`src/hw/retire_pkg.sv`:
```
`default_nettype none

package retire_pkg;

    // cp0 register numbers, select 0
    localparam logic [4:0] CP0_BADVADDR = 5'd8;
    localparam logic [4:0] CP0_COUNT    = 5'd9;
    localparam logic [4:0] CP0_COMPARE  = 5'd11;
    localparam logic [4:0] CP0_STATUS   = 5'd12;
    localparam logic [4:0] CP0_CAUSE    = 5'd13;
    localparam logic [4:0] CP0_EPC      = 5'd14;

    localparam logic [4:0] EXC_INT  = 5'd0;   // interrupt
    localparam logic [4:0] EXC_ADEL = 5'd4;   // load address error
    localparam logic [4:0] EXC_SYS  = 5'd8;   // syscall

    localparam logic [31:0] EXC_VECTOR = 32'hbfc0_0380;   // bev=1 general vector

    typedef enum logic [2:0] {
        ld_none = 3'd0,
        ld_lb   = 3'd1,
        ld_lbu  = 3'd2,
        ld_lh   = 3'd3,
        ld_lhu  = 3'd4,
        ld_lw   = 3'd5
    } load_op_t;

    typedef struct packed {
        logic [31:0] pc;
        logic [31:0] alu_result;    // also the load address
        logic [31:0] load_word;     // word already fetched by execute
        load_op_t    load_op;
        logic        gr_we;
        logic [4:0]  dest;
        logic        mtc0;
        logic        mfc0;
        logic        eret;
        logic [4:0]  cp0_rd;
        logic [2:0]  cp0_sel;
        logic        bd;            // in a branch delay slot
        logic        ex_in;         // exception raised upstream
        logic [4:0]  exc_code_in;
    } ex_to_ms_t;

    typedef struct packed {
        logic [31:0] pc;
        logic [31:0] result;        // load address when ex is set
        logic        gr_we;
        logic [4:0]  dest;
        logic        mtc0;
        logic        mfc0;
        logic        eret;
        logic [4:0]  cp0_rd;
        logic [2:0]  cp0_sel;
        logic        bd;
        logic        ex;
        logic [4:0]  exc_code;
    } ms_to_ws_t;

    typedef struct packed {
        logic        we;
        logic [4:0]  waddr;
        logic [31:0] wdata;
    } rf_write_t;

    typedef struct packed {
        logic        valid;
        logic        mtc0;
        logic        eret;
        logic        ex;
        logic [4:0]  exc_code;
        logic [4:0]  rd;
        logic [2:0]  sel;
        logic        bd;
        logic [31:0] pc;
        logic [31:0] wdata;
        logic [31:0] badvaddr;
    } cp0_req_t;

endpackage

`default_nettype wire

```
`src/hw/cp0_regs.sv`:
```
`timescale 1ns/1ps
`default_nettype none

module cp0_regs
    import retire_pkg::*;
(
    input  wire           clk,
    input  wire           reset,
    input  wire cp0_req_t req,
    input  wire [5:0]     ext_int,
    output logic [31:0]   rdata,
    output logic [31:0]   epc,
    output logic          status_ie,
    output logic          status_exl,
    output logic [7:0]    status_im,
    output logic [7:0]    cause_ip,
    output logic          cause_ti
);

    logic        wr_en;
    logic        ex_take;
    logic        eret_take;
    logic        ex_log;         // exception recorded only outside exception level
    logic [5:0]  ip_hw;
    logic [1:0]  ip_sw;
    logic        cause_bd;
    logic [4:0]  cause_exc;
    logic [31:0] badvaddr;
    logic [31:0] count;
    logic [31:0] compare;
    logic        count_tick;

    assign ex_take   = req.valid & req.ex;
    assign eret_take = req.valid & req.eret & ~req.ex;
    assign wr_en     = req.valid & req.mtc0 & ~req.ex & (req.sel == 3'd0);
    assign ex_log    = ex_take & ~status_exl;

    assign cause_ip = {ip_hw[5] | cause_ti, ip_hw[4:0], ip_sw};   // timer shares ip7

    always_ff @(posedge clk) begin
        if (reset) begin
            status_ie  <= 1'b0;
            status_exl <= 1'b1;
            status_im  <= 8'd0;
        end else if (ex_take) begin
            status_exl <= 1'b1;
        end else if (eret_take) begin
            status_exl <= 1'b0;
        end else if (wr_en && req.rd == CP0_STATUS) begin
            status_im  <= req.wdata[15:8];
            status_exl <= req.wdata[1];
            status_ie  <= req.wdata[0];
        end
    end

    always_ff @(posedge clk) begin
        if (reset) begin
            ip_hw     <= 6'd0;
            ip_sw     <= 2'd0;
            cause_bd  <= 1'b0;
            cause_exc <= 5'd0;
        end else begin
            ip_hw <= ext_int;            // sampled every cycle
            if (ex_log) begin
                cause_bd  <= req.bd;
                cause_exc <= req.exc_code;
            end else if (wr_en && req.rd == CP0_CAUSE) begin
                ip_sw <= req.wdata[9:8];
            end
        end
    end

    always_ff @(posedge clk) begin
        if (ex_log) begin
            epc <= req.bd ? req.pc - 32'd4 : req.pc;   // restart at the branch
        end else if (wr_en && req.rd == CP0_EPC) begin
            epc <= req.wdata;
        end
        if (ex_log && req.exc_code == EXC_ADEL) begin
            badvaddr <= req.badvaddr;
        end
    end

    // count runs at half the core clock
    always_ff @(posedge clk) begin
        if (reset) begin
            count_tick <= 1'b0;
            count      <= 32'd0;
            compare    <= 32'd0;
            cause_ti   <= 1'b0;
        end else begin
            count_tick <= ~count_tick;
            if (wr_en && req.rd == CP0_COUNT) begin
                count <= req.wdata;
            end else if (count_tick) begin
                count <= count + 32'd1;
            end
            if (wr_en && req.rd == CP0_COMPARE) begin
                compare  <= req.wdata;
                cause_ti <= 1'b0;        // acknowledge the timer
            end else if (count == compare) begin
                cause_ti <= 1'b1;
            end
        end
    end

    always_comb begin
        rdata = 32'd0;
        if (req.sel == 3'd0) begin
            case (req.rd)
                CP0_BADVADDR: rdata = badvaddr;
                CP0_COUNT:    rdata = count;
                CP0_COMPARE:  rdata = compare;
                CP0_STATUS:   rdata = {9'd0, 1'b1, 6'd0, status_im, 6'd0, status_exl, status_ie};
                CP0_CAUSE:    rdata = {cause_bd, cause_ti, 14'd0, cause_ip, 1'b0, cause_exc, 2'd0};
                CP0_EPC:      rdata = epc;
                default:      rdata = 32'd0;
            endcase
        end
    end

endmodule

`default_nettype wire

```
`src/hw/mem_stage.sv`:
```
`timescale 1ns/1ps
`default_nettype none

module mem_stage
    import retire_pkg::*;
(
    input  wire            in_valid,
    input  wire ex_to_ms_t in_bus,
    output logic           out_valid,
    output ms_to_ws_t      out_bus
);

    logic [1:0]  addr_lo;
    logic [7:0]  byte_sel;
    logic [15:0] half_sel;
    logic [31:0] load_data;
    logic        adel;

    assign addr_lo  = in_bus.alu_result[1:0];
    assign byte_sel = in_bus.load_word[{addr_lo, 3'b000} +: 8];   // little endian lanes
    assign half_sel = addr_lo[1] ? in_bus.load_word[31:16] : in_bus.load_word[15:0];

    always_comb begin
        case (in_bus.load_op)
            ld_lb: begin
                load_data = {{24{byte_sel[7]}}, byte_sel};
            end
            ld_lbu: begin
                load_data = {24'd0, byte_sel};
            end
            ld_lh: begin
                load_data = {{16{half_sel[15]}}, half_sel};
            end
            ld_lhu: begin
                load_data = {16'd0, half_sel};
            end
            ld_lw: begin
                load_data = in_bus.load_word;
            end
            default: begin
                load_data = in_bus.alu_result;   // not a load
            end
        endcase
    end

    // halfword needs bit 0 clear, word needs both low bits clear
    always_comb begin
        adel = 1'b0;
        if ((in_bus.load_op == ld_lh || in_bus.load_op == ld_lhu) && addr_lo[0]) begin
            adel = 1'b1;
        end
        if (in_bus.load_op == ld_lw && addr_lo != 2'b00) begin
            adel = 1'b1;
        end
    end

    assign out_valid = in_valid;

    always_comb begin
        out_bus.pc       = in_bus.pc;
        out_bus.gr_we    = in_bus.gr_we;
        out_bus.dest     = in_bus.dest;
        out_bus.mtc0     = in_bus.mtc0;
        out_bus.mfc0     = in_bus.mfc0;
        out_bus.eret     = in_bus.eret;
        out_bus.cp0_rd   = in_bus.cp0_rd;
        out_bus.cp0_sel  = in_bus.cp0_sel;
        out_bus.bd       = in_bus.bd;
        out_bus.ex       = in_bus.ex_in | adel;
        out_bus.exc_code = in_bus.ex_in ? in_bus.exc_code_in : EXC_ADEL;   // older one wins
        // an excepting instruction never writes, so result carries the bad address
        out_bus.result   = out_bus.ex ? in_bus.alu_result : load_data;
    end

endmodule

`default_nettype wire

```
`src/hw/regfile.sv`:
```
`timescale 1ns/1ps
`default_nettype none

module regfile
    import retire_pkg::*;
(
    input  wire            clk,
    input  wire rf_write_t write,
    input  wire [4:0]      raddr1,
    input  wire [4:0]      raddr2,
    output logic [31:0]    rdata1,
    output logic [31:0]    rdata2
);

    logic [31:0] regs [0:31];

    always_ff @(posedge clk) begin
        if (write.we && write.waddr != 5'd0) begin
            regs[write.waddr] <= write.wdata;
        end
    end

    // $zero is hardwired, entry 0 never gets written
    assign rdata1 = (raddr1 == 5'd0) ? 32'd0 : regs[raddr1];
    assign rdata2 = (raddr2 == 5'd0) ? 32'd0 : regs[raddr2];

endmodule

`default_nettype wire

```
`src/hw/retire_top.sv`:
```
`timescale 1ns/1ps
`default_nettype none

module retire_top
    import retire_pkg::*;
(
    input  wire            clk,
    input  wire            reset,
    input  wire            ex_valid,
    input  wire ex_to_ms_t ex_bus,
    input  wire [5:0]      ext_int,
    input  wire [4:0]      rf_raddr1,
    input  wire [4:0]      rf_raddr2,
    output logic [31:0]    rf_rdata1,
    output logic [31:0]    rf_rdata2,
    output logic           flush,
    output logic [31:0]    flush_pc,
    output logic           status_ie,
    output logic           status_exl,
    output logic [7:0]     status_im,
    output logic [7:0]     cause_ip,
    output logic           cause_ti,
    output logic [31:0]    debug_wb_pc,
    output logic           debug_wb_rf_wen,
    output logic [4:0]     debug_wb_rf_wnum,
    output logic [31:0]    debug_wb_rf_wdata
);

    logic      ms_reg_valid;
    ex_to_ms_t ms_reg_bus;
    logic      ms_valid;
    ms_to_ws_t ms_bus;
    logic      ws_valid;
    ms_to_ws_t ws_bus;
    cp0_req_t  cp0_req;
    logic [31:0] cp0_rdata;
    logic [31:0] cp0_epc;
    rf_write_t rf_write;

    stage_reg #(.payload_t(ex_to_ms_t)) ms_reg (
        .clk(clk), .reset(reset), .flush(flush),
        .in_valid(ex_valid), .in_bus(ex_bus),
        .out_valid(ms_reg_valid), .out_bus(ms_reg_bus)
    );

    mem_stage u_mem_stage (
        .in_valid(ms_reg_valid), .in_bus(ms_reg_bus),
        .out_valid(ms_valid), .out_bus(ms_bus)
    );

    stage_reg #(.payload_t(ms_to_ws_t)) ws_reg (
        .clk(clk), .reset(reset), .flush(flush),
        .in_valid(ms_valid), .in_bus(ms_bus),
        .out_valid(ws_valid), .out_bus(ws_bus)
    );

    wb_stage u_wb_stage (
        .in_valid(ws_valid), .in_bus(ws_bus),
        .cp0_rdata(cp0_rdata), .epc(cp0_epc),
        .cp0_req(cp0_req), .rf_write(rf_write),
        .flush(flush), .flush_pc(flush_pc),
        .debug_wb_pc(debug_wb_pc), .debug_wb_rf_wen(debug_wb_rf_wen),
        .debug_wb_rf_wnum(debug_wb_rf_wnum), .debug_wb_rf_wdata(debug_wb_rf_wdata)
    );

    cp0_regs u_cp0_regs (
        .clk(clk), .reset(reset), .req(cp0_req), .ext_int(ext_int),
        .rdata(cp0_rdata), .epc(cp0_epc),
        .status_ie(status_ie), .status_exl(status_exl), .status_im(status_im),
        .cause_ip(cause_ip), .cause_ti(cause_ti)
    );

    regfile u_regfile (
        .clk(clk), .write(rf_write),
        .raddr1(rf_raddr1), .raddr2(rf_raddr2),
        .rdata1(rf_rdata1), .rdata2(rf_rdata2)
    );

endmodule

`default_nettype wire

```
`src/hw/stage_reg.sv`:
```
`timescale 1ns/1ps
`default_nettype none

module stage_reg #(
    parameter type payload_t = logic
) (
    input  wire           clk,
    input  wire           reset,
    input  wire           flush,
    input  wire           in_valid,
    input  wire payload_t in_bus,
    output logic          out_valid,
    output payload_t      out_bus
);

    // no back-pressure, so the stage takes whatever arrives
    always_ff @(posedge clk) begin
        if (reset) begin
            out_valid <= 1'b0;
        end else if (flush) begin
            out_valid <= 1'b0;          // kill the younger instruction
        end else begin
            out_valid <= in_valid;
        end
    end

    always_ff @(posedge clk) begin
        if (in_valid) begin
            out_bus <= in_bus;
        end
    end

endmodule

`default_nettype wire

```
`src/hw/wb_stage.sv`:
```
`timescale 1ns/1ps
`default_nettype none

module wb_stage
    import retire_pkg::*;
(
    input  wire             in_valid,
    input  wire ms_to_ws_t  in_bus,
    input  wire [31:0]      cp0_rdata,
    input  wire [31:0]      epc,
    output cp0_req_t        cp0_req,
    output rf_write_t       rf_write,
    output logic            flush,
    output logic [31:0]     flush_pc,
    output logic [31:0]     debug_wb_pc,
    output logic            debug_wb_rf_wen,
    output logic [4:0]      debug_wb_rf_wnum,
    output logic [31:0]     debug_wb_rf_wdata
);

    logic [31:0] final_result;
    logic        rf_we;

    assign final_result = in_bus.mfc0 ? cp0_rdata : in_bus.result;

    // an excepting instruction leaves no trace in the register file
    assign rf_we = in_valid & in_bus.gr_we & ~in_bus.ex;

    always_comb begin
        cp0_req.valid    = in_valid;
        cp0_req.mtc0     = in_bus.mtc0;
        cp0_req.eret     = in_bus.eret;
        cp0_req.ex       = in_bus.ex;
        cp0_req.exc_code = in_bus.exc_code;
        cp0_req.rd       = in_bus.cp0_rd;
        cp0_req.sel      = in_bus.cp0_sel;
        cp0_req.bd       = in_bus.bd;
        cp0_req.pc       = in_bus.pc;
        cp0_req.wdata    = in_bus.result;    // rt value for mtc0
        cp0_req.badvaddr = in_bus.result;    // load address on adel
    end

    always_comb begin
        rf_write.we    = rf_we;
        rf_write.waddr = in_bus.dest;
        rf_write.wdata = final_result;
    end

    // redirect the front end on exception or eret
    assign flush    = in_valid & (in_bus.ex | in_bus.eret);
    assign flush_pc = in_bus.ex ? EXC_VECTOR : epc;

    assign debug_wb_pc       = in_bus.pc;
    assign debug_wb_rf_wen   = rf_we;
    assign debug_wb_rf_wnum  = in_bus.dest;
    assign debug_wb_rf_wdata = final_result;

endmodule

`default_nettype wire

```
`config.mk`:
```
export PLATFORM = sky130hd
export DESIGN_NAME = retire_top
export DESIGN_NICKNAME = d
export VERILOG_FILES = /design/src/hw/retire_pkg.sv /design/src/hw/cp0_regs.sv /design/src/hw/mem_stage.sv /design/src/hw/regfile.sv /design/src/hw/retire_top.sv /design/src/hw/stage_reg.sv /design/src/hw/wb_stage.sv
export SDC_FILE = /design/constraint.sdc
export NUM_CORES = 2
export LEC_CHECK = 0
export BUFFER_PORTS_ARGS = -buffer_cell sky130_fd_sc_hd__buf_4
export CORE_ASPECT_RATIO = 1.4
export CORE_MARGIN = 8
export CORE_UTILIZATION = 41
export CTS_CLUSTER_SIZE = 25
export DETAILED_ROUTE_END_ITERATION = 8
export PLACE_DENSITY_LB_ADDON = 0.25
export REMOVE_ABC_BUFFERS = 1
export SYNTH_ARGS = -nofsm -noshare
export SYNTH_HDL_FRONTEND = slang
export SYNTH_SLANG_ARGS = --single-unit
```
`constraint.sdc`:
```
create_clock -name clk -period 5.5 [get_ports clk]
set_clock_uncertainty 0.15 [all_clocks]
set_input_delay 0.55 -clock clk [delete_from_list [all_inputs] [get_ports clk]]
set_output_delay 0.55 -clock clk [all_outputs]
set_load 0.005 [all_outputs]
```
==> Word level (Yosys, flattened, before mapping) <==
Memories as Yosys holds them, arrays and structs flattened.
Index checks and enable logic that the tools add are counted.
{ "totals": {"ramBits": 1024, "memories": 1, "out_inout_bits": 186, "inputBits": 142, "register_bits": 367, "wordCells": 120} }
{ "classes": {"n_reduce_logical": 23, "bitwise_logic": 19, "add_sub_neg": 2, "mux": 20, "n_shift": 1, "eq_ne": 13} }
{ "mem_list": {"columns": ["memory", "depth", "word_bits", "read_ports", "rd_ports_with_merged_regs", "wr", "line", "source"], "rows": [
  ["u_regfile.regs", 32, 32, 2, 0, 1, "regfile.sv:15", "logic [31:0] regs [0:31];"]
]} }
{ "op_table": {"columns": ["operator", "n"], "rows": [
  ["two-way mux 32 bit", 11],
  ["case mux 32 bit (6 select lines)", 1],
  ["case mux 32 bit (5 select lines)", 1],
  ["adder 32 x 1 -> 32 bit, second input constant", 1],
  ["== test 32 bit", 1],
  ["indexed part select 32 x 6 -> 8 bit", 1],
  ["subtractor 32 x 3 -> 32 bit, second input constant", 1],
  ["== test 5 x 4 -> 1 bit, second input constant", 6],
  ["two-way mux 16 bit", 1],
  ["bitwise AND 1 bit", 10],
  ["zero test 5 bit", 2],
  ["logical AND 1 bit", 9],
  ["nonzero test 2 bit", 4],
  ["== test 3 x 2 -> 1 bit, second input constant", 2],
  ["== test 3 bit, second input constant", 2],
  ["two-way mux 1 bit", 6],
  ["inverter 1 bit", 6],
  ["OR reduction 2 bit", 3],
  ["== test 5 x 3 -> 1 bit, second input constant", 1],
  ["nonzero test 5 bit", 1],
  ["== test 3 x 1 -> 1 bit, second input constant", 1],
  ["zero test 3 bit", 1],
  ["OR 1 bit", 3],
  ["AND reduction 3 bit", 1],
  ["other kinds (2)", 2]
]} }

==> Depth between registers and ports, before layout <==
{ "depth": {"word_depth": 7, "depth_mapped": 9, "ltp_nobuf": 7} }

==> By module <==
A second synthesis with hierarchy kept.
{ "hier_totals": {"hier_cells": 4131, "hier_area_um2": 66153.4} }
{ "by_module_without_submodules": {"columns": ["module", "area_each_um2", "instances", "seq_area_each_um2", "cells_each"], "rows": [
  ["regfile", 47929.7, 1, 30749.5, 2564],
  ["cp0_regs", 7972.6, 1, 3723.6, 824],
  ["stage_reg (ms_reg)", 3726.1, 1, 3713.6, 125],
  ["stage_reg (ws_reg)", 2675.1, 1, 2662.6, 90],
  ["wb_stage", 2193.4, 1, 0.0, 262],
  ["mem_stage", 1656.6, 1, 0.0, 266]
]} }

==> Worst setup path before layout <==
No wires, ideal clock.
{ "synth_path": {"kind": "register to register", "from": "register ws_reg.out_bus[5] (netlist name)", "to": "register u_cp0_regs.badvaddr[0], enable pin", "setup_ps": 461, "stages_incl_launch_ff": 7, "path_buffers": 3, "t_required_ps": 4889, "synth_period_minus_slack_ps": 4048, "setup_slack_ps": 1452, "arrival_time_ps": 3437, "path_cell_list": "edfxtp_1 -> clkbuf_1 -> nand2_1 -> or2_1 -> clkbuf_1 -> clkbuf_1 -> nor3_1"} }
{ "synth_via": {"elab_chain_len": 3} }
{ "synth_rtl": {"columns": ["item", "line", "source"], "rows": [
  ["from (decl)", "stage_reg.sv:13", "output payload_t out_bus"],
  ["from (signal assigned)", "stage_reg.sv:29", "out_bus <= in_bus;"],
  ["bitwise AND 1 bit", "cp0_regs.sv:33", "assign ex_take = req.valid & req.ex;"],
  ["bitwise AND 1 bit", "cp0_regs.sv:36", "assign ex_log = ex_take & ~status_exl;"],
  ["logical AND 1 bit", "cp0_regs.sv:79", "if (ex_log && req.exc_code == EXC_ADEL) begin"],
  ["to (signal assigned)", "cp0_regs.sv:80", "badvaddr <= req.badvaddr;"],
  ["to (decl)", "cp0_regs.sv:28", "logic [31:0] badvaddr;"]
]} }
Every way passes these cells.
A chain may end at the register's enable or synchronous reset.

==> Worst setup path after layout <==
{ "layout_path": {"from": "register ws_reg.out_bus[8] (netlist name)", "to": "output debug_wb_rf_wdata[6]"} }
{ "layout_via": {"elab_chain_len": 3} }
{ "layout_rtl": {"columns": ["item", "line", "source"], "rows": [
  ["zero test 3 bit", "cp0_regs.sv:109", "if (req.sel == 3'd0) begin"],
  ["two-way mux 32 bit", "cp0_regs.sv:109", null],
  ["two-way mux 32 bit", "wb_stage.sv:24", "assign final_result = in_bus.mfc0 ? cp0_rdata : in_bus.result;"],
  ["to (decl)", "retire_top.sv:26", "output logic [31:0] debug_wb_rf_wdata"]
]} }
Every way passes these cells.

==> results.sh <==
export IMPL_status="completed"
export IMPL_insertion_delay_ns=0.79
export IMPL_cts_max_level=4
export IMPL_p_clk_share_pct=40.2
export IMPL_cts_made_buffers=138
export IMPL_power_density_nw_per_um2=309
export IMPL_p_leak_uw=0.0255
export IMPL_worstSetupPathType="reg2out"
export IMPL_drtIter0Drc=4037
export IMPL_cts_sinks=1391
export IMPL_cp_slowest_cell="a211oi_4"
export IMPL_p_comb_share_pct=8.4
export IMPL_critPathCaptureType="output port"
export IMPL_syn_to_final_growth_pct=16.5
export IMPL_final_hold_violation_count=0
export IMPL_maxSlewHeadroom_pct=19.5
export IMPL_cts_buffer_depth=3
export IMPL_synth_cell_types=75
export IMPL_synth_seq_cells=1391
export IMPL_post_cts_buffers=0
export IMPL_ant_nets=0
export IMPL_cp_cell_sequence="nor3_1 > nand2_1 > a211oi_4 > buf_4 > a22o_1 > buf_4 > buf_4"
export IMPL_synth_top_flop_cell="edfxtp_1"
export IMPL_cp_common_cell="buf_4"
export IMPL_synth_most_common_cell="edfxtp_1"
export IMPL_min_period_ns=4.95
export IMPL_drt_pass1_iterations=7
export IMPL_path_max_fanout=33
export IMPL_whs_ns=0.222
export IMPL_core_area_um2=156000
export IMPL_drive_gt1_share_pct=26.7
export IMPL_yosysTopAreaCell="edfxtp_1"
export IMPL_power_uw=23100
export IMPL_pwr_share_seq_pct=51.4
export IMPL_dp_hpwl_um=135000
export IMPL_routed_wl_um=211000
export IMPL_port_buffer_count=327
export IMPL_crit_path_start_kind="flop"
export IMPL_drc=0
export IMPL_cts_root_buf="clkbuf_16"
export IMPL_cts_tree="done"
export IMPL_wl_per_cell_um=32.0
export IMPL_cts_resized=0
export IMPL_setup_viol=0
export IMPL_gp_congestion=0.878
export IMPL_fp_dieH_um=485
export IMPL_fmax_mhz=202
export IMPL_die_w_um=351
export IMPL_synthTopCellsByCount="edfxtp_1 (1,299), mux4_2 (370), mux2i_1 (330)"
export IMPL_rsz0062_at_grt="no"
export IMPL_synth_edf_count=1299
export IMPL_ir_drop_mv=0.330
export IMPL_grt_pass1_wl_um=299000
export IMPL_holdBufCountCts=129
export IMPL_ys_warn_count=0
export IMPL_core_rowCount=172
export IMPL_synthCells=3961
export IMPL_worst_pin_slew_ns=1.21
export IMPL_synthTopCellsByArea="edfxtp_1 (61%), mux4_2 (13%), mux2i_1 (5.1%)"
export IMPL_max_stage_delay_ns=0.97
export IMPL_switchingPower_uw=5410
export IMPL_worstPathArrival_ns=4.25
export IMPL_fin_tns_setup_ns=0
export IMPL_p_sw_share_pct=23.4
export IMPL_via_count=40300
export IMPL_cts_clk_slew_worst_paths_ns=0.06
export IMPL_min_path_type="in2reg"
export IMPL_vias_per_cell=6.11
export IMPL_grt_max_degree=79
export IMPL_syn_area_um2=64300
export IMPL_die_area_um2=170000
export IMPL_overflow=0
export IMPL_drv_slew=0
export IMPL_yosysSeqAreaShare_pct=63.5
export IMPL_synth_top_cell_area_share_pct=60.7
export IMPL_start_util_pct=41.1
export IMPL_synth_avg_cell_area_um2=16.2
export IMPL_layout_nets=4550
export IMPL_period_share_pct=90.0
export IMPL_crit_required_ns=4.80
export IMPL_async_flop_share_pct=0
export IMPL_first_global_vias=41500
export IMPL_cap_violations=0
export IMPL_p_int_uw=17700
export IMPL_boundaryPins=328
export IMPL_grt_antenna_before_repair=3
export IMPL_grt_usage_pct=24.3
## layout make-up
type,instances,area [µm²]
fill,13200,81600
inverter,14,52.6
clock inverter,77,732
antenna,2,5.00
tap,2088,2610
clock buffer,171,3620
sequential,1391,40900
multi-input combinational,2240,21800
timing repair buffer,621,5210
## state kept, by name, indices dropped and copies added, names as in the netlist
register / count
u_cp0_regs.status_im: 8
u_cp0_regs.epc: 32
u_cp0_regs.compare: 32
u_regfile.regs: 1024
u_cp0_regs.ip_sw: 2
ws_reg.out_valid: 1
ws_reg.out_bus: 88
u_cp0_regs.count_tick: 1
ms_reg.out_valid: 1
u_cp0_regs.ip_hw: 6
ms_reg.out_bus: 123
u_cp0_regs.count: 32
u_cp0_regs.status_exl: 1
u_cp0_regs.cause_exc: 5
u_cp0_regs.cause_bd: 1
u_cp0_regs.badvaddr: 32
u_cp0_regs.status_ie: 1
u_cp0_regs.cause_ti: 1
## cells by family (layout without fill, tap and decap cells)
kind of cell | after synthesis | after routing | share of synthesized area, %
multiplexers | 780 | 780 | 19.8
XOR/XNOR | 93 | 93 | 1.27
flip-flops | 1391 | 1391 | 63.5
AO/OA/AOI/OAI | 624 | 624 | 6.76
other | 1 | 34 | 0.00583
buffers and inverters | 361 | 883 | 3.27
AND/OR/NAND/NOR | 709 | 709 | 5.35
adder cells (fa/ha/maj) | 2 | 2 | 0.0389
## final timing paths
kind / from / end / slack [ns] / depth (start not counted)
worst min register to register: ms_reg.out_bus[18] / ws_reg.out_bus[18] / 0.27 / 0
worst min-delay path: reset / u_cp0_regs.ip_hw[2] / 0.22 / 2
worst max-delay path: ws_reg.out_bus[8] / debug_wb_rf_wdata[6] / 0.55 / 7
worst max register to register: ws_reg.out_bus[8] / u_regfile.regs[4][24] / 1.53 / 6
## routing by layer
layer  track usage [%]  share of wire (%)  wire length (µm)
met4              11.6                5.6             11800
met2              41.6                 50            105000
met1              29.0                 37             77800
met3              5.25                7.7             16200
met5                 0             0.0062                13
## cells in the final DEF (no fill, tap or decap), types with 110 or more instances in the layout
cell type	instances
edfxtp_1	1299
nand2_1	270
mux2i_1	330
mux4_2	370
buf_4	472
a21oi_1	134
dlygate4sd3_1	129
nor2_1	115
clkbuf_16	138
a22oi_1	110
## critical path: cells and delay by family, from the launching register on
family	cells	cell delay, ns
AO/OA/AOI/OAI	2	1.14
buffers and inverters	3	0.94
flip-flops	1	0.38
AND/OR/NAND/NOR	2	0.95
## per-stage QoR
stage                     instances  instance area, µm²  util, %  setup WS (ns)
after floorplan                3645               62400        -          0.742
after global placement         6225               69300     44.3           1.39
after detailed placement       6225               69300     44.3           1.39
after CTS                      6602               74900     47.9          0.531
after global routing           6603               74900     47.9          0.482
final                          6604               74900     47.9          0.548
## power groups by stage
stage,Combinational (µW),Clock (µW),Sequential (µW)
5_1_grt,2070,9810,11900
3_3_place_gp,1870,0,12100
4_1_cts,1960,9430,11900
2_1_floorplan,839,0,12100
3_5_place_dp,1880,0,12100
6_report,1950,9290,11900
(Power assumes the default switching activity.)
